`src/uart_consts.svh`:
```
// UART peripheral constants
// Bus and byte widths, base address and register word offsets
// CTRL write mask, frame bit counts and reset values
`ifndef UART_CONSTS_SVH
`define UART_CONSTS_SVH

// Peripheral bus widths
`define UART_ADDR_W     14
`define UART_DATA_W     16
`define UART_BYTE_W     8

// Byte base address, aligned to 8 bytes
`define UART_BASE_ADDR  15'h0080

// Word offsets inside the 8-byte window
// CTRL low and STATUS high
`define UART_WORD_CTRL  2'd0
// BAUD_LO low and BAUD_HI high
`define UART_WORD_BAUD  2'd1
// DATA_TX low and DATA_RX high
`define UART_WORD_DATA  2'd2

// Writable CTRL bits: ien_tx, ien_rx_ovflw, ien_rx, en
`define UART_CTRL_MASK  8'h71

// Last bit-counter value of a frame
`define UART_RX_BITS    4'd10
`define UART_TX_BITS    4'd11

// Reset values
`define UART_CTRL_RST   8'h00
`define UART_BAUD_RST   16'h0000
`define UART_DATA_RST   8'h00
`define UART_RXD_IDLE   1'b1
`define UART_TX_IDLE    9'h1ff

`endif

```
`src/uart_pkg.sv`:
```
// UART shared types
// CTRL and STATUS register layouts, baud divisor, filter history
`default_nettype none

`include "uart_consts.svh"

package uart_pkg;

  // CTRL register, bit 7 down to bit 0
  typedef struct packed {
    logic       unused1;
    logic       ien_tx;
    logic       ien_rx_ovflw;
    logic       ien_rx;
    logic [2:0] unused2;
    logic       en;
  } ctrl_t;

  // STATUS register, sticky flags in the upper nibble
  typedef struct packed {
    logic tx_empty_pnd;
    logic tx_pnd;
    logic rx_ovflw_pnd;
    logic rx_pnd;
    logic tx_full;
    logic tx_busy;
    logic zero;
    logic rx_busy;
  } status_t;

  // Bit period minus one, in mclk cycles
  typedef logic [`UART_DATA_W-1:0] baud_t;

  // Two past samples of the synchronized RXD line
  typedef logic [1:0] rx_hist_t;

endpackage

`default_nettype wire

```
`src/uart_ctl_if.sv`:
```
// Control and status link between the register block and the engines
// Modports regs, rx and tx
`timescale 1ns/1ps
`default_nettype none

`include "uart_consts.svh"

interface uart_ctl_if import uart_pkg::*; ();

  // From the register block
  logic                    en;
  baud_t                   baud;
  logic [`UART_BYTE_W-1:0] tx_data;
  logic                    tx_load;

  // From the transmit engine
  logic                    tx_done;
  logic                    tx_idle_done;
  logic                    tx_busy;
  logic                    tx_full;

  // From the receive engine
  logic [`UART_BYTE_W-1:0] rx_data;
  logic                    rx_done;
  logic                    rx_busy;

  modport regs (
    output en, baud, tx_data, tx_load,
    input  tx_done, tx_idle_done, tx_busy, tx_full,
    input  rx_data, rx_done, rx_busy
  );

  modport rx (input en, baud, output rx_data, rx_done, rx_busy);

  modport tx (
    input  en, baud, tx_data, tx_load,
    output tx_done, tx_idle_done, tx_busy, tx_full
  );

endinterface

`default_nettype wire

```
`src/uart_rx_filter.sv`:
```
// RXD front end
// Two-flop synchronizer, three-sample majority filter, falling-edge flag
`timescale 1ns/1ps
`default_nettype none

`include "uart_consts.svh"

module uart_rx_filter import uart_pkg::*; (
  input  logic mclk,
  input  logic puc_rst,
  input  logic uart_rxd,
  output logic rxd_s,
  output logic rxd_fe
);

  logic [1:0] rxd_sync;
  rx_hist_t   rxd_hist;
  logic       rxd_maj;
  logic       rxd_maj_nxt;

  // Sync stages, line idles high
  always_ff @(posedge mclk or posedge puc_rst) begin
    if (puc_rst) rxd_sync <= {2{`UART_RXD_IDLE}};
    else         rxd_sync <= {rxd_sync[0], uart_rxd};
  end

  // Sample history for the filter
  always_ff @(posedge mclk or posedge puc_rst) begin
    if (puc_rst) rxd_hist <= {2{`UART_RXD_IDLE}};
    else         rxd_hist <= {rxd_hist[0], rxd_sync[1]};
  end

  // Two out of three votes
  assign rxd_maj_nxt = (rxd_sync[1] & rxd_hist[0]) |
                       (rxd_sync[1] & rxd_hist[1]) |
                       (rxd_hist[0] & rxd_hist[1]);

  always_ff @(posedge mclk or posedge puc_rst) begin
    if (puc_rst) rxd_maj <= `UART_RXD_IDLE;
    else         rxd_maj <= rxd_maj_nxt;
  end

  assign rxd_s  = rxd_maj;
  // Filtered line about to fall
  assign rxd_fe = rxd_maj & ~rxd_maj_nxt;

endmodule

`default_nettype wire

```
`src/uart_rx.sv`:
```
// UART receive engine
// Frame bit counter, bit-period down-counter and receive shift register
`timescale 1ns/1ps
`default_nettype none

`include "uart_consts.svh"

module uart_rx import uart_pkg::*; (
  input  logic   mclk,
  input  logic   puc_rst,
  input  logic   rxd_s,
  input  logic   rxd_fe,
  uart_ctl_if.rx ctl
);

  logic [3:0]              rx_bit;
  baud_t                   rx_cnt;
  logic [`UART_BYTE_W-1:0] rx_buf;
  logic                    rx_start;
  logic                    rx_step;
  logic                    rx_last;

  // ====================================================================
  // Frame sequencing
  // ====================================================================

  // Start edge only while idle
  assign rx_start = (rx_bit == 4'd0) & rxd_fe;
  // Bit step when the period counter runs out
  assign rx_step  = (rx_bit != 4'd0) & (rx_cnt == '0);
  assign rx_last  = (rx_bit == `UART_RX_BITS);

  always_ff @(posedge mclk or posedge puc_rst) begin
    if (puc_rst) begin
      rx_bit <= 4'd0;
    end else if (!ctl.en) begin
      rx_bit <= 4'd0;
    end else if (rx_start) begin
      rx_bit <= 4'd1;
    end else if (rx_last) begin
      rx_bit <= 4'd0;
    end else if (rx_step) begin
      rx_bit <= rx_bit + 4'd1;
    end
  end

  // Half period to reach mid start bit, full period after that
  always_ff @(posedge mclk or posedge puc_rst) begin
    if (puc_rst) begin
      rx_cnt <= '0;
    end else if (!ctl.en) begin
      rx_cnt <= '0;
    end else if (rx_start) begin
      rx_cnt <= ctl.baud >> 1;
    end else if (rx_step) begin
      rx_cnt <= ctl.baud;
    end else if (rx_cnt != '0) begin
      rx_cnt <= rx_cnt - baud_t'(1);
    end
  end

  // ====================================================================
  // Data capture
  // ====================================================================

  // LSB first, start bit drops out at the bottom
  always_ff @(posedge mclk) begin
    if (rx_step) rx_buf <= {rxd_s, rx_buf[`UART_BYTE_W-1:1]};
  end

  assign ctl.rx_data = rx_buf;
  assign ctl.rx_done = rx_last;
  assign ctl.rx_busy = (rx_bit != 4'd0);

endmodule

`default_nettype wire

```
`src/uart_tx.sv`:
```
// UART transmit engine
// One-deep trigger, frame bit counter, bit-period counter, shift register
`timescale 1ns/1ps
`default_nettype none

`include "uart_consts.svh"

module uart_tx import uart_pkg::*; (
  input  logic   mclk,
  input  logic   puc_rst,
  output logic   uart_txd,
  uart_ctl_if.tx ctl
);

  logic                    tx_trig;
  logic [3:0]              tx_bit;
  baud_t                   tx_cnt;
  logic [`UART_BYTE_W:0]   tx_buf;
  logic                    tx_start;
  logic                    tx_step;
  logic                    tx_last;
  logic                    tx_active;

  // ====================================================================
  // Trigger and frame sequencing
  // ====================================================================

  assign tx_active = (tx_bit != 4'd0);
  // Pending byte waits for an idle, enabled engine
  assign tx_start  = ctl.en & ~tx_active & tx_trig;
  assign tx_step   = tx_active & (tx_cnt == '0);
  assign tx_last   = (tx_bit == `UART_TX_BITS);

  // New write wins over consumption
  always_ff @(posedge mclk or posedge puc_rst) begin
    if (puc_rst)           tx_trig <= 1'b0;
    else if (ctl.tx_load)  tx_trig <= 1'b1;
    else if (tx_start)     tx_trig <= 1'b0;
  end

  always_ff @(posedge mclk or posedge puc_rst) begin
    if (puc_rst) begin
      tx_bit <= 4'd0;
    end else if (!ctl.en) begin
      tx_bit <= 4'd0;
    end else if (tx_start) begin
      tx_bit <= 4'd1;
    end else if (tx_last) begin
      tx_bit <= 4'd0;
    end else if (tx_step) begin
      tx_bit <= tx_bit + 4'd1;
    end
  end

  // Full bit period per step
  always_ff @(posedge mclk or posedge puc_rst) begin
    if (puc_rst) begin
      tx_cnt <= '0;
    end else if (!ctl.en) begin
      tx_cnt <= '0;
    end else if (tx_start || tx_step) begin
      tx_cnt <= ctl.baud;
    end else if (tx_cnt != '0) begin
      tx_cnt <= tx_cnt - baud_t'(1);
    end
  end

  // ====================================================================
  // Serial output
  // ====================================================================

  // Start bit at the bottom, ones shifted in behind the data
  always_ff @(posedge mclk or posedge puc_rst) begin
    if (puc_rst) begin
      tx_buf <= `UART_TX_IDLE;
    end else if (!ctl.en) begin
      tx_buf <= `UART_TX_IDLE;
    end else if (tx_start) begin
      tx_buf <= {ctl.tx_data, 1'b0};
    end else if (tx_step) begin
      tx_buf <= {1'b1, tx_buf[`UART_BYTE_W:1]};
    end
  end

  assign uart_txd = tx_buf[0];

  // Status towards the register block
  assign ctl.tx_done      = tx_last;
  assign ctl.tx_idle_done = tx_last & ~tx_trig;
  assign ctl.tx_busy      = tx_active | tx_trig;
  assign ctl.tx_full      = tx_active & tx_trig;

endmodule

`default_nettype wire

```
`src/uart_regs.sv`:
```
// UART register block
// Address decode, CTRL, BAUD, DATA_TX and DATA_RX registers
// Sticky pending flags, STATUS assembly, read mux and interrupts
`timescale 1ns/1ps
`default_nettype none

`include "uart_consts.svh"

module uart_regs import uart_pkg::*; (
  input  logic                    mclk,
  input  logic                    puc_rst,
  input  logic [`UART_ADDR_W-1:0] per_addr,
  input  logic [`UART_DATA_W-1:0] per_din,
  input  logic                    per_en,
  input  logic [1:0]              per_we,
  output logic [`UART_DATA_W-1:0] per_dout,
  uart_ctl_if.regs                ctl,
  output logic                    irq_uart_rx,
  output logic                    irq_uart_tx
);

  localparam logic [`UART_ADDR_W:0] base_addr = `UART_BASE_ADDR;

  // Pending flag positions, same order as STATUS[7:4]
  localparam int pnd_rx       = 0;
  localparam int pnd_rx_ovflw = 1;
  localparam int pnd_tx       = 2;
  localparam int pnd_tx_empty = 3;

  logic                    reg_sel;
  logic [1:0]              reg_word;
  logic                    wr_lo;
  logic                    wr_hi;
  logic                    reg_rd;
  logic                    ctrl_wr;
  logic                    status_wr;
  logic                    baud_lo_wr;
  logic                    baud_hi_wr;
  logic                    data_tx_wr;
  ctrl_t                   ctrl;
  status_t                 status;
  baud_t                   baud;
  logic [`UART_BYTE_W-1:0] data_tx;
  logic [`UART_BYTE_W-1:0] data_rx;
  logic [3:0]              pnd;
  logic [3:0]              pnd_set;
  logic [3:0]              pnd_clr;

  // ====================================================================
  // Decode
  // ====================================================================

  // 8-byte window, word index in the two low bits
  assign reg_sel  = per_en &
                    (per_addr[`UART_ADDR_W-1:2] == base_addr[`UART_ADDR_W:3]);
  assign reg_word = per_addr[1:0];

  assign wr_lo  = reg_sel & per_we[0];
  assign wr_hi  = reg_sel & per_we[1];
  assign reg_rd = reg_sel & ~|per_we;

  // Byte lane strobes per register
  assign ctrl_wr    = wr_lo & (reg_word == `UART_WORD_CTRL);
  assign status_wr  = wr_hi & (reg_word == `UART_WORD_CTRL);
  assign baud_lo_wr = wr_lo & (reg_word == `UART_WORD_BAUD);
  assign baud_hi_wr = wr_hi & (reg_word == `UART_WORD_BAUD);
  assign data_tx_wr = wr_lo & (reg_word == `UART_WORD_DATA);

  // ====================================================================
  // Registers
  // ====================================================================

  // Only the masked bits are kept
  always_ff @(posedge mclk or posedge puc_rst) begin
    if (puc_rst)      ctrl <= ctrl_t'(`UART_CTRL_RST);
    else if (ctrl_wr) ctrl <= ctrl_t'(per_din[7:0] & `UART_CTRL_MASK);
  end

  // Divisor halves written independently
  always_ff @(posedge mclk or posedge puc_rst) begin
    if (puc_rst) begin
      baud <= `UART_BAUD_RST;
    end else begin
      if (baud_lo_wr) baud[7:0]  <= per_din[7:0];
      if (baud_hi_wr) baud[15:8] <= per_din[15:8];
    end
  end

  always_ff @(posedge mclk or posedge puc_rst) begin
    if (puc_rst)         data_tx <= `UART_DATA_RST;
    else if (data_tx_wr) data_tx <= per_din[7:0];
  end

  // Received byte lands with the done pulse
  always_ff @(posedge mclk or posedge puc_rst) begin
    if (puc_rst)          data_rx <= `UART_DATA_RST;
    else if (ctl.rx_done) data_rx <= ctl.rx_data;
  end

  // ====================================================================
  // Pending flags
  // ====================================================================

  // Overrun when a byte arrives on top of an unread one
  assign pnd_set[pnd_rx]       = ctl.rx_done;
  assign pnd_set[pnd_rx_ovflw] = ctl.rx_done & pnd[pnd_rx];
  assign pnd_set[pnd_tx]       = ctl.tx_done;
  assign pnd_set[pnd_tx_empty] = ctl.tx_idle_done;

  // Write 1 to clear, from the STATUS byte lane
  assign pnd_clr = per_din[15:12] & {4{status_wr}};

  // Set beats clear
  always_ff @(posedge mclk or posedge puc_rst) begin
    if (puc_rst) pnd <= 4'b0000;
    else         pnd <= pnd_set | (pnd & ~pnd_clr);
  end

  assign status = '{
    tx_empty_pnd: pnd[pnd_tx_empty],
    tx_pnd:       pnd[pnd_tx],
    rx_ovflw_pnd: pnd[pnd_rx_ovflw],
    rx_pnd:       pnd[pnd_rx],
    tx_full:      ctl.tx_full,
    tx_busy:      ctl.tx_busy,
    zero:         1'b0,
    rx_busy:      ctl.rx_busy
  };

  // ====================================================================
  // Read mux, engine controls and interrupts
  // ====================================================================

  always_comb begin
    per_dout = '0;
    if (reg_rd) begin
      case (reg_word)
        `UART_WORD_CTRL: per_dout = {status, ctrl};
        `UART_WORD_BAUD: per_dout = baud;
        `UART_WORD_DATA: per_dout = {data_rx, data_tx};
        default:         per_dout = '0;
      endcase
    end
  end

  assign ctl.en      = ctrl.en;
  assign ctl.baud    = baud;
  assign ctl.tx_data = data_tx;
  // Trigger pulse for the transmit engine
  assign ctl.tx_load = data_tx_wr;

  assign irq_uart_rx = (pnd[pnd_rx] & ctrl.ien_rx) |
                       (pnd[pnd_rx_ovflw] & ctrl.ien_rx_ovflw);
  // tx_empty_pnd is status only
  assign irq_uart_tx = pnd[pnd_tx] & ctrl.ien_tx;

endmodule

`default_nettype wire

```
`src/uart_top.sv`:
```
// UART peripheral top level
// Register block, RXD filter, receive and transmit engines
`timescale 1ns/1ps
`default_nettype none

`include "uart_consts.svh"

module uart_top (
  input  logic                    mclk,
  input  logic                    puc_rst,
  input  logic [`UART_ADDR_W-1:0] per_addr,
  input  logic [`UART_DATA_W-1:0] per_din,
  input  logic                    per_en,
  input  logic [1:0]              per_we,
  output logic [`UART_DATA_W-1:0] per_dout,
  input  logic                    uart_rxd,
  output logic                    uart_txd,
  output logic                    irq_uart_rx,
  output logic                    irq_uart_tx
);

  // Filtered line and start edge
  logic rxd_s;
  logic rxd_fe;

  uart_ctl_if ctl ();

  uart_regs regs_i (
    .mclk        (mclk),
    .puc_rst     (puc_rst),
    .per_addr    (per_addr),
    .per_din     (per_din),
    .per_en      (per_en),
    .per_we      (per_we),
    .per_dout    (per_dout),
    .ctl         (ctl.regs),
    .irq_uart_rx (irq_uart_rx),
    .irq_uart_tx (irq_uart_tx)
  );

  uart_rx_filter rx_filter_i (
    .mclk     (mclk),
    .puc_rst  (puc_rst),
    .uart_rxd (uart_rxd),
    .rxd_s    (rxd_s),
    .rxd_fe   (rxd_fe)
  );

  uart_rx rx_i (
    .mclk    (mclk),
    .puc_rst (puc_rst),
    .rxd_s   (rxd_s),
    .rxd_fe  (rxd_fe),
    .ctl     (ctl.rx)
  );

  uart_tx tx_i (
    .mclk     (mclk),
    .puc_rst  (puc_rst),
    .uart_txd (uart_txd),
    .ctl      (ctl.tx)
  );

endmodule

`default_nettype wire

```
`config.mk`:
```
export PLATFORM = sky130hd
export DESIGN_NAME = uart_top
export DESIGN_NICKNAME = d
export VERILOG_FILES = /design/src/uart_pkg.sv /design/src/uart_ctl_if.sv /design/src/uart_rx_filter.sv /design/src/uart_rx.sv /design/src/uart_tx.sv /design/src/uart_regs.sv /design/src/uart_top.sv
export VERILOG_INCLUDE_DIRS = /design/src
export SDC_FILE = /design/constraint.sdc
export NUM_CORES = 1
export LEC_CHECK = 0
export BUFFER_PORTS_ARGS = -buffer_cell sky130_fd_sc_hd__buf_2
export CAP_MARGIN = 5
export CELL_PAD_IN_SITES_DETAIL_PLACEMENT = 1
export CELL_PAD_IN_SITES_GLOBAL_PLACEMENT = 2
export CORE_ASPECT_RATIO = 2
export CORE_UTILIZATION = 42
export DETAILED_ROUTE_END_ITERATION = 8
export GPL_TIMING_DRIVEN = 0
export PLACE_DENSITY = 0.95
export SETUP_SLACK_MARGIN = 0.05
export SLEW_MARGIN = 20
export SYNTH_ARGS = -nofsm -noshare
export SYNTH_HDL_FRONTEND = slang
export SYNTH_HIERARCHICAL = 1
export SYNTH_SLANG_ARGS = --single-unit
```
`constraint.sdc`:
```
create_clock -name mclk -period 5.9 [get_ports mclk]
set_input_delay 1.18 -clock mclk [delete_from_list [all_inputs] [get_ports mclk]]
set_output_delay 1.18 -clock mclk [all_outputs]
set_load 0.02 [all_outputs]
```
==> impl_metrics.py <==
metrics = {
    "status": {
        "status": "finished clean",
    },
    "critical_path": {
        "endpoint": "per_dout[2]",
        "slowest_delay_ps": 520,
        "reg2reg_slack_ps": 2610,
        "crit_slowest_cell": "clkbuf_1",
        "endpoint_kind": "output port",
        "worstSetupStartpointType": "input port",
        "reg2reg_depth": 7,
        "worstSetupPathType": "in2out",
        "worstReg2RegEnd": "rx_i/rx_cnt[8]$_DFFE_PP0P_",
        "arrival_ps": 2900,
        "reg2reg_from": "rx_i/rx_cnt[0]$_DFFE_PP0P_",
        "cp_max_fo": 10,
        "cp_cell_sequence": "buf_2 > nor2b_1 > clkbuf_1 > clkbuf_1 > a22oi_1 > nor2_1 > buf_2",
        "startpoint": "per_addr[1]",
        "cp_data_required_time_ps": 4720,
    },
    "clock_tree": {
        "post-cts-setup-buffers": 0,
        "cts_hold_buf": 0,
        "insertion_delay_ps": 360,
        "htreeDepth": 3,
        "cts_tree": "done",
        "cts.path.max_buffers": 2,
        "cts_made_buffers": 9,
        "cts_resized": 0,
        "clk_pin_slew_worst_paths_ps": 70,
        "cts_sinks": 103,
        "cts_root_buffer": "clkbuf_16",
    },
    "power_and_ir_drop": {
        "leakagePower_nw": 3.07,
        "vdd_drop_max_mv": 0.208,
        "p_per_area_nw_per_um2": 222,
    },
    "detailed_routing": {
        "drt-wirelength-per-cell_um": 22.4,
        "num_vias": 4381,
        "routed_wirelength_mm": 16.6,
        "drt_iter0_markers": 209,
        "drc": 0,
        "antenna_left": 0,
        "drtPass1Iterations": 4,
        "drt-vias-per-instance": 5.94,
    },
    "logic_synthesis": {
        "ys.warnings.count": 6,
        "synth_area_leaders": "dfrtp_1 (37%), dfstp_2 (6.7%), mux2_2 (5.9%)",
        "synthCells": 517,
        "synth_edf_count": 8,
        "yosysUniqueCellTypes": 69,
        "synth-main-ff-cell": "dfrtp_1",
        "ys_seq_area_frac": 0.477,
        "async_flop_share": 0.922,
        "synth_area_um2": 5520,
        "synth_nets": 560,
        "syn_avg_cell_area_um2": 10.7,
        "ys_seq_elements": 103,
        "yosysTopAreaCell": "dfrtp_1",
        "yosys.area.top_type_share": 0.367,
    },
    "grt": {
        "grt_pass1_vias": 4894,
        "grt_busiest_layer": "met2",
        "grt_max_degree": 31,
        "grt_antenna_before_repair": 0,
        "gr-usage-all-layers": 0.257,
        "gr-usage-met2": 0.494,
        "overflow": 0,
        "grt_pass1_wl_mm": 26.8,
        "grtUsageMet1": 0.268,
        "grtUsageMet3": 0.0317,
    },
    "cells_and_area": {
        "layout_common_cells": "dfrtp_1 (81), nor2_1 (72), buf_2 (60), mux2_2 (29), nand2_1 (26)",
        "final_common_cell": "dfrtp_1",
        "postLayoutCellArea_um2": 6310,
        "nets": 626,
        "drive_above_1_share": 0.265,
        "area.growth.synth_to_final_pct": 14.4,
        "antenna_cells": 0,
        "fin_util": 0.497,
    },
    "floorplan": {
        "io_pins": 55,
        "initial_core_util": 0.435,
        "placementRows": 58,
        "dieArea_um2": 13600,
        "die_w_um": 83.1,
        "core_area_um2": 12700,
        "die_h_um": 164,
    },
    "timing": {
        "max_freq_mhz": 245,
        "timing.final.hold_violations": 0,
        "finalSetupTns_ps": 0,
        "setup_viol": 0,
        "slew_headroom": 0.310,
        "rsz0062_at_grt": "no",
        "drv_slew": 0,
        "period_minus_slack_ps": 4080,
        "tightest_slew_ps": 1030,
        "clock_skew_ps": 14.1,
        "setup_ws_ps": 1820,
        "fin_crit_sh": 0.692,
    },
    "placement": {
        "placed_cell_area_um2": 6010,
        "dp_hpwl_mm": 12.4,
        "dp_slack_ps": 1880,
        "place.gp.congestion": 0.867,
        "portBuffers": 54,
    },
    "hold_path": {
        "holdCritStartpoint": "rx_filter_i/rxd_sync[0]$_DFF_PP1_",
        "hold_class": "reg2reg",
        "whs_path_depth": 0,
    },
    "job": {
        "maxCapViolCount": 0,
    },
}
-- cells in the mapped netlist, types with 8 or more instances --
master and n:
a211oi_1 14, nor2_1 72, a21oi_1 24, dfstp_2 14, edfxtp_1 8, dfrtp_1 81
nand4_1 8, inv_1 17, clkbuf_1 14, xnor2_1 17, nand2_1 26, nand3_1 9
mux2_2 29, mux2_4 8, xor2_1 13, mux2i_1 15, nor3_1 17
-- stage by stage --
stage | instances | hold WS (ps) | total power, W
after floorplan | 517 | 345 | 0.000762
after global routing | 738 | 364 | 0.00144
final | 738 | 361 | 0.00140
after CTS | 738 | 362 | 0.00141
after global placement | 721 | 351 | 0.000790
after detailed placement | 722 | 348 | 0.000794
-- routing by layer --
layer	vias to the layer above	part of all wire
li1	2001	-
met1	2240	0.35
met2	99	0.57
met3	41	0.026
met4	0	0.049
met5	-	0
-- final cells by class --
type | instances | area (µm²)
fill | 1427 | 6390
multi-input combinational | 374 | 2720
sequential | 103 | 2640
timing repair buffer | 55 | 298
clock buffer | 10 | 229
tap | 150 | 188
buffer | 23 | 105
clock inverter | 6 | 73.8
inverter | 17 | 63.8
-- worst min path at each step --
stage	to	slack, ps
finish	rx_filter_i/rxd_sync[1]$_DFF_PP1_	360
global route	rx_filter_i/rxd_sync[1]$_DFF_PP1_	360
CTS	rx_filter_i/rxd_sync[1]$_DFF_PP1_	360
detailed placement	rx_filter_i/rxd_sync[1]$_DFF_PP1_	350
global placement	rx_filter_i/rxd_sync[1]$_DFF_PP1_	350
floorplan	rx_filter_i/rxd_sync[1]$_DFF_PP1_	350
-- report_power, final --
group / leakage (nW) / total [W] / switching, W / internal [W]
registers: 1.35 / 0.000718 / 0.00000134 / 0.000716
logic: 1.58 / 0.0000626 / 0.0000429 / 0.0000197
clock network: 0.142 / 0.000623 / 0.000287 / 0.000336
total: 3.07 / 0.00140 / 0.000331 / 0.00107
-- worst max-delay path, delay by kind of cell --
| family | cells | cell delay, ps |
|---|---|---|
| AND/OR/NAND/NOR | 2 | 260 |
| AO/OA/AOI/OAI | 1 | 200 |
| buffers and inverters | 4 | 1250 |
-- state kept, by name, indices dropped and copies added, names as in the netlist --
name	cells
regs_i/ctl.tx_data	8
rx_filter_i/rxd_hist	2
regs_i/ctl.baud	16
regs_i/ctl.en	1
tx_i/tx_cnt	16
rx_i/rx_bit	4
rx_i/ctl.rx_data	8
rx_filter_i/rxd_sync	2
regs_i/ctrl	3
tx_i/tx_bit	4
rx_filter_i/rxd_s	1
regs_i/data_rx	8
tx_i/tx_trig	1
regs_i/pnd	4
tx_i/tx_buf	9
rx_i/rx_cnt	16
-- logic make-up (layout without fill, tap and decap cells) --
kind of cell | count (synthesis) | count (layout) | share of synthesized area
compound gates | 93 | 93 | 0.122
fa+ha+maj | 8 | 8 | 0.0179
mux | 52 | 52 | 0.108
flops | 103 | 103 | 0.477
xor+xnor | 30 | 30 | 0.0476
simple gates | 191 | 191 | 0.197
buf+inv | 40 | 111 | 0.0306
Note: power is estimated with default switching activity, not from simulation.
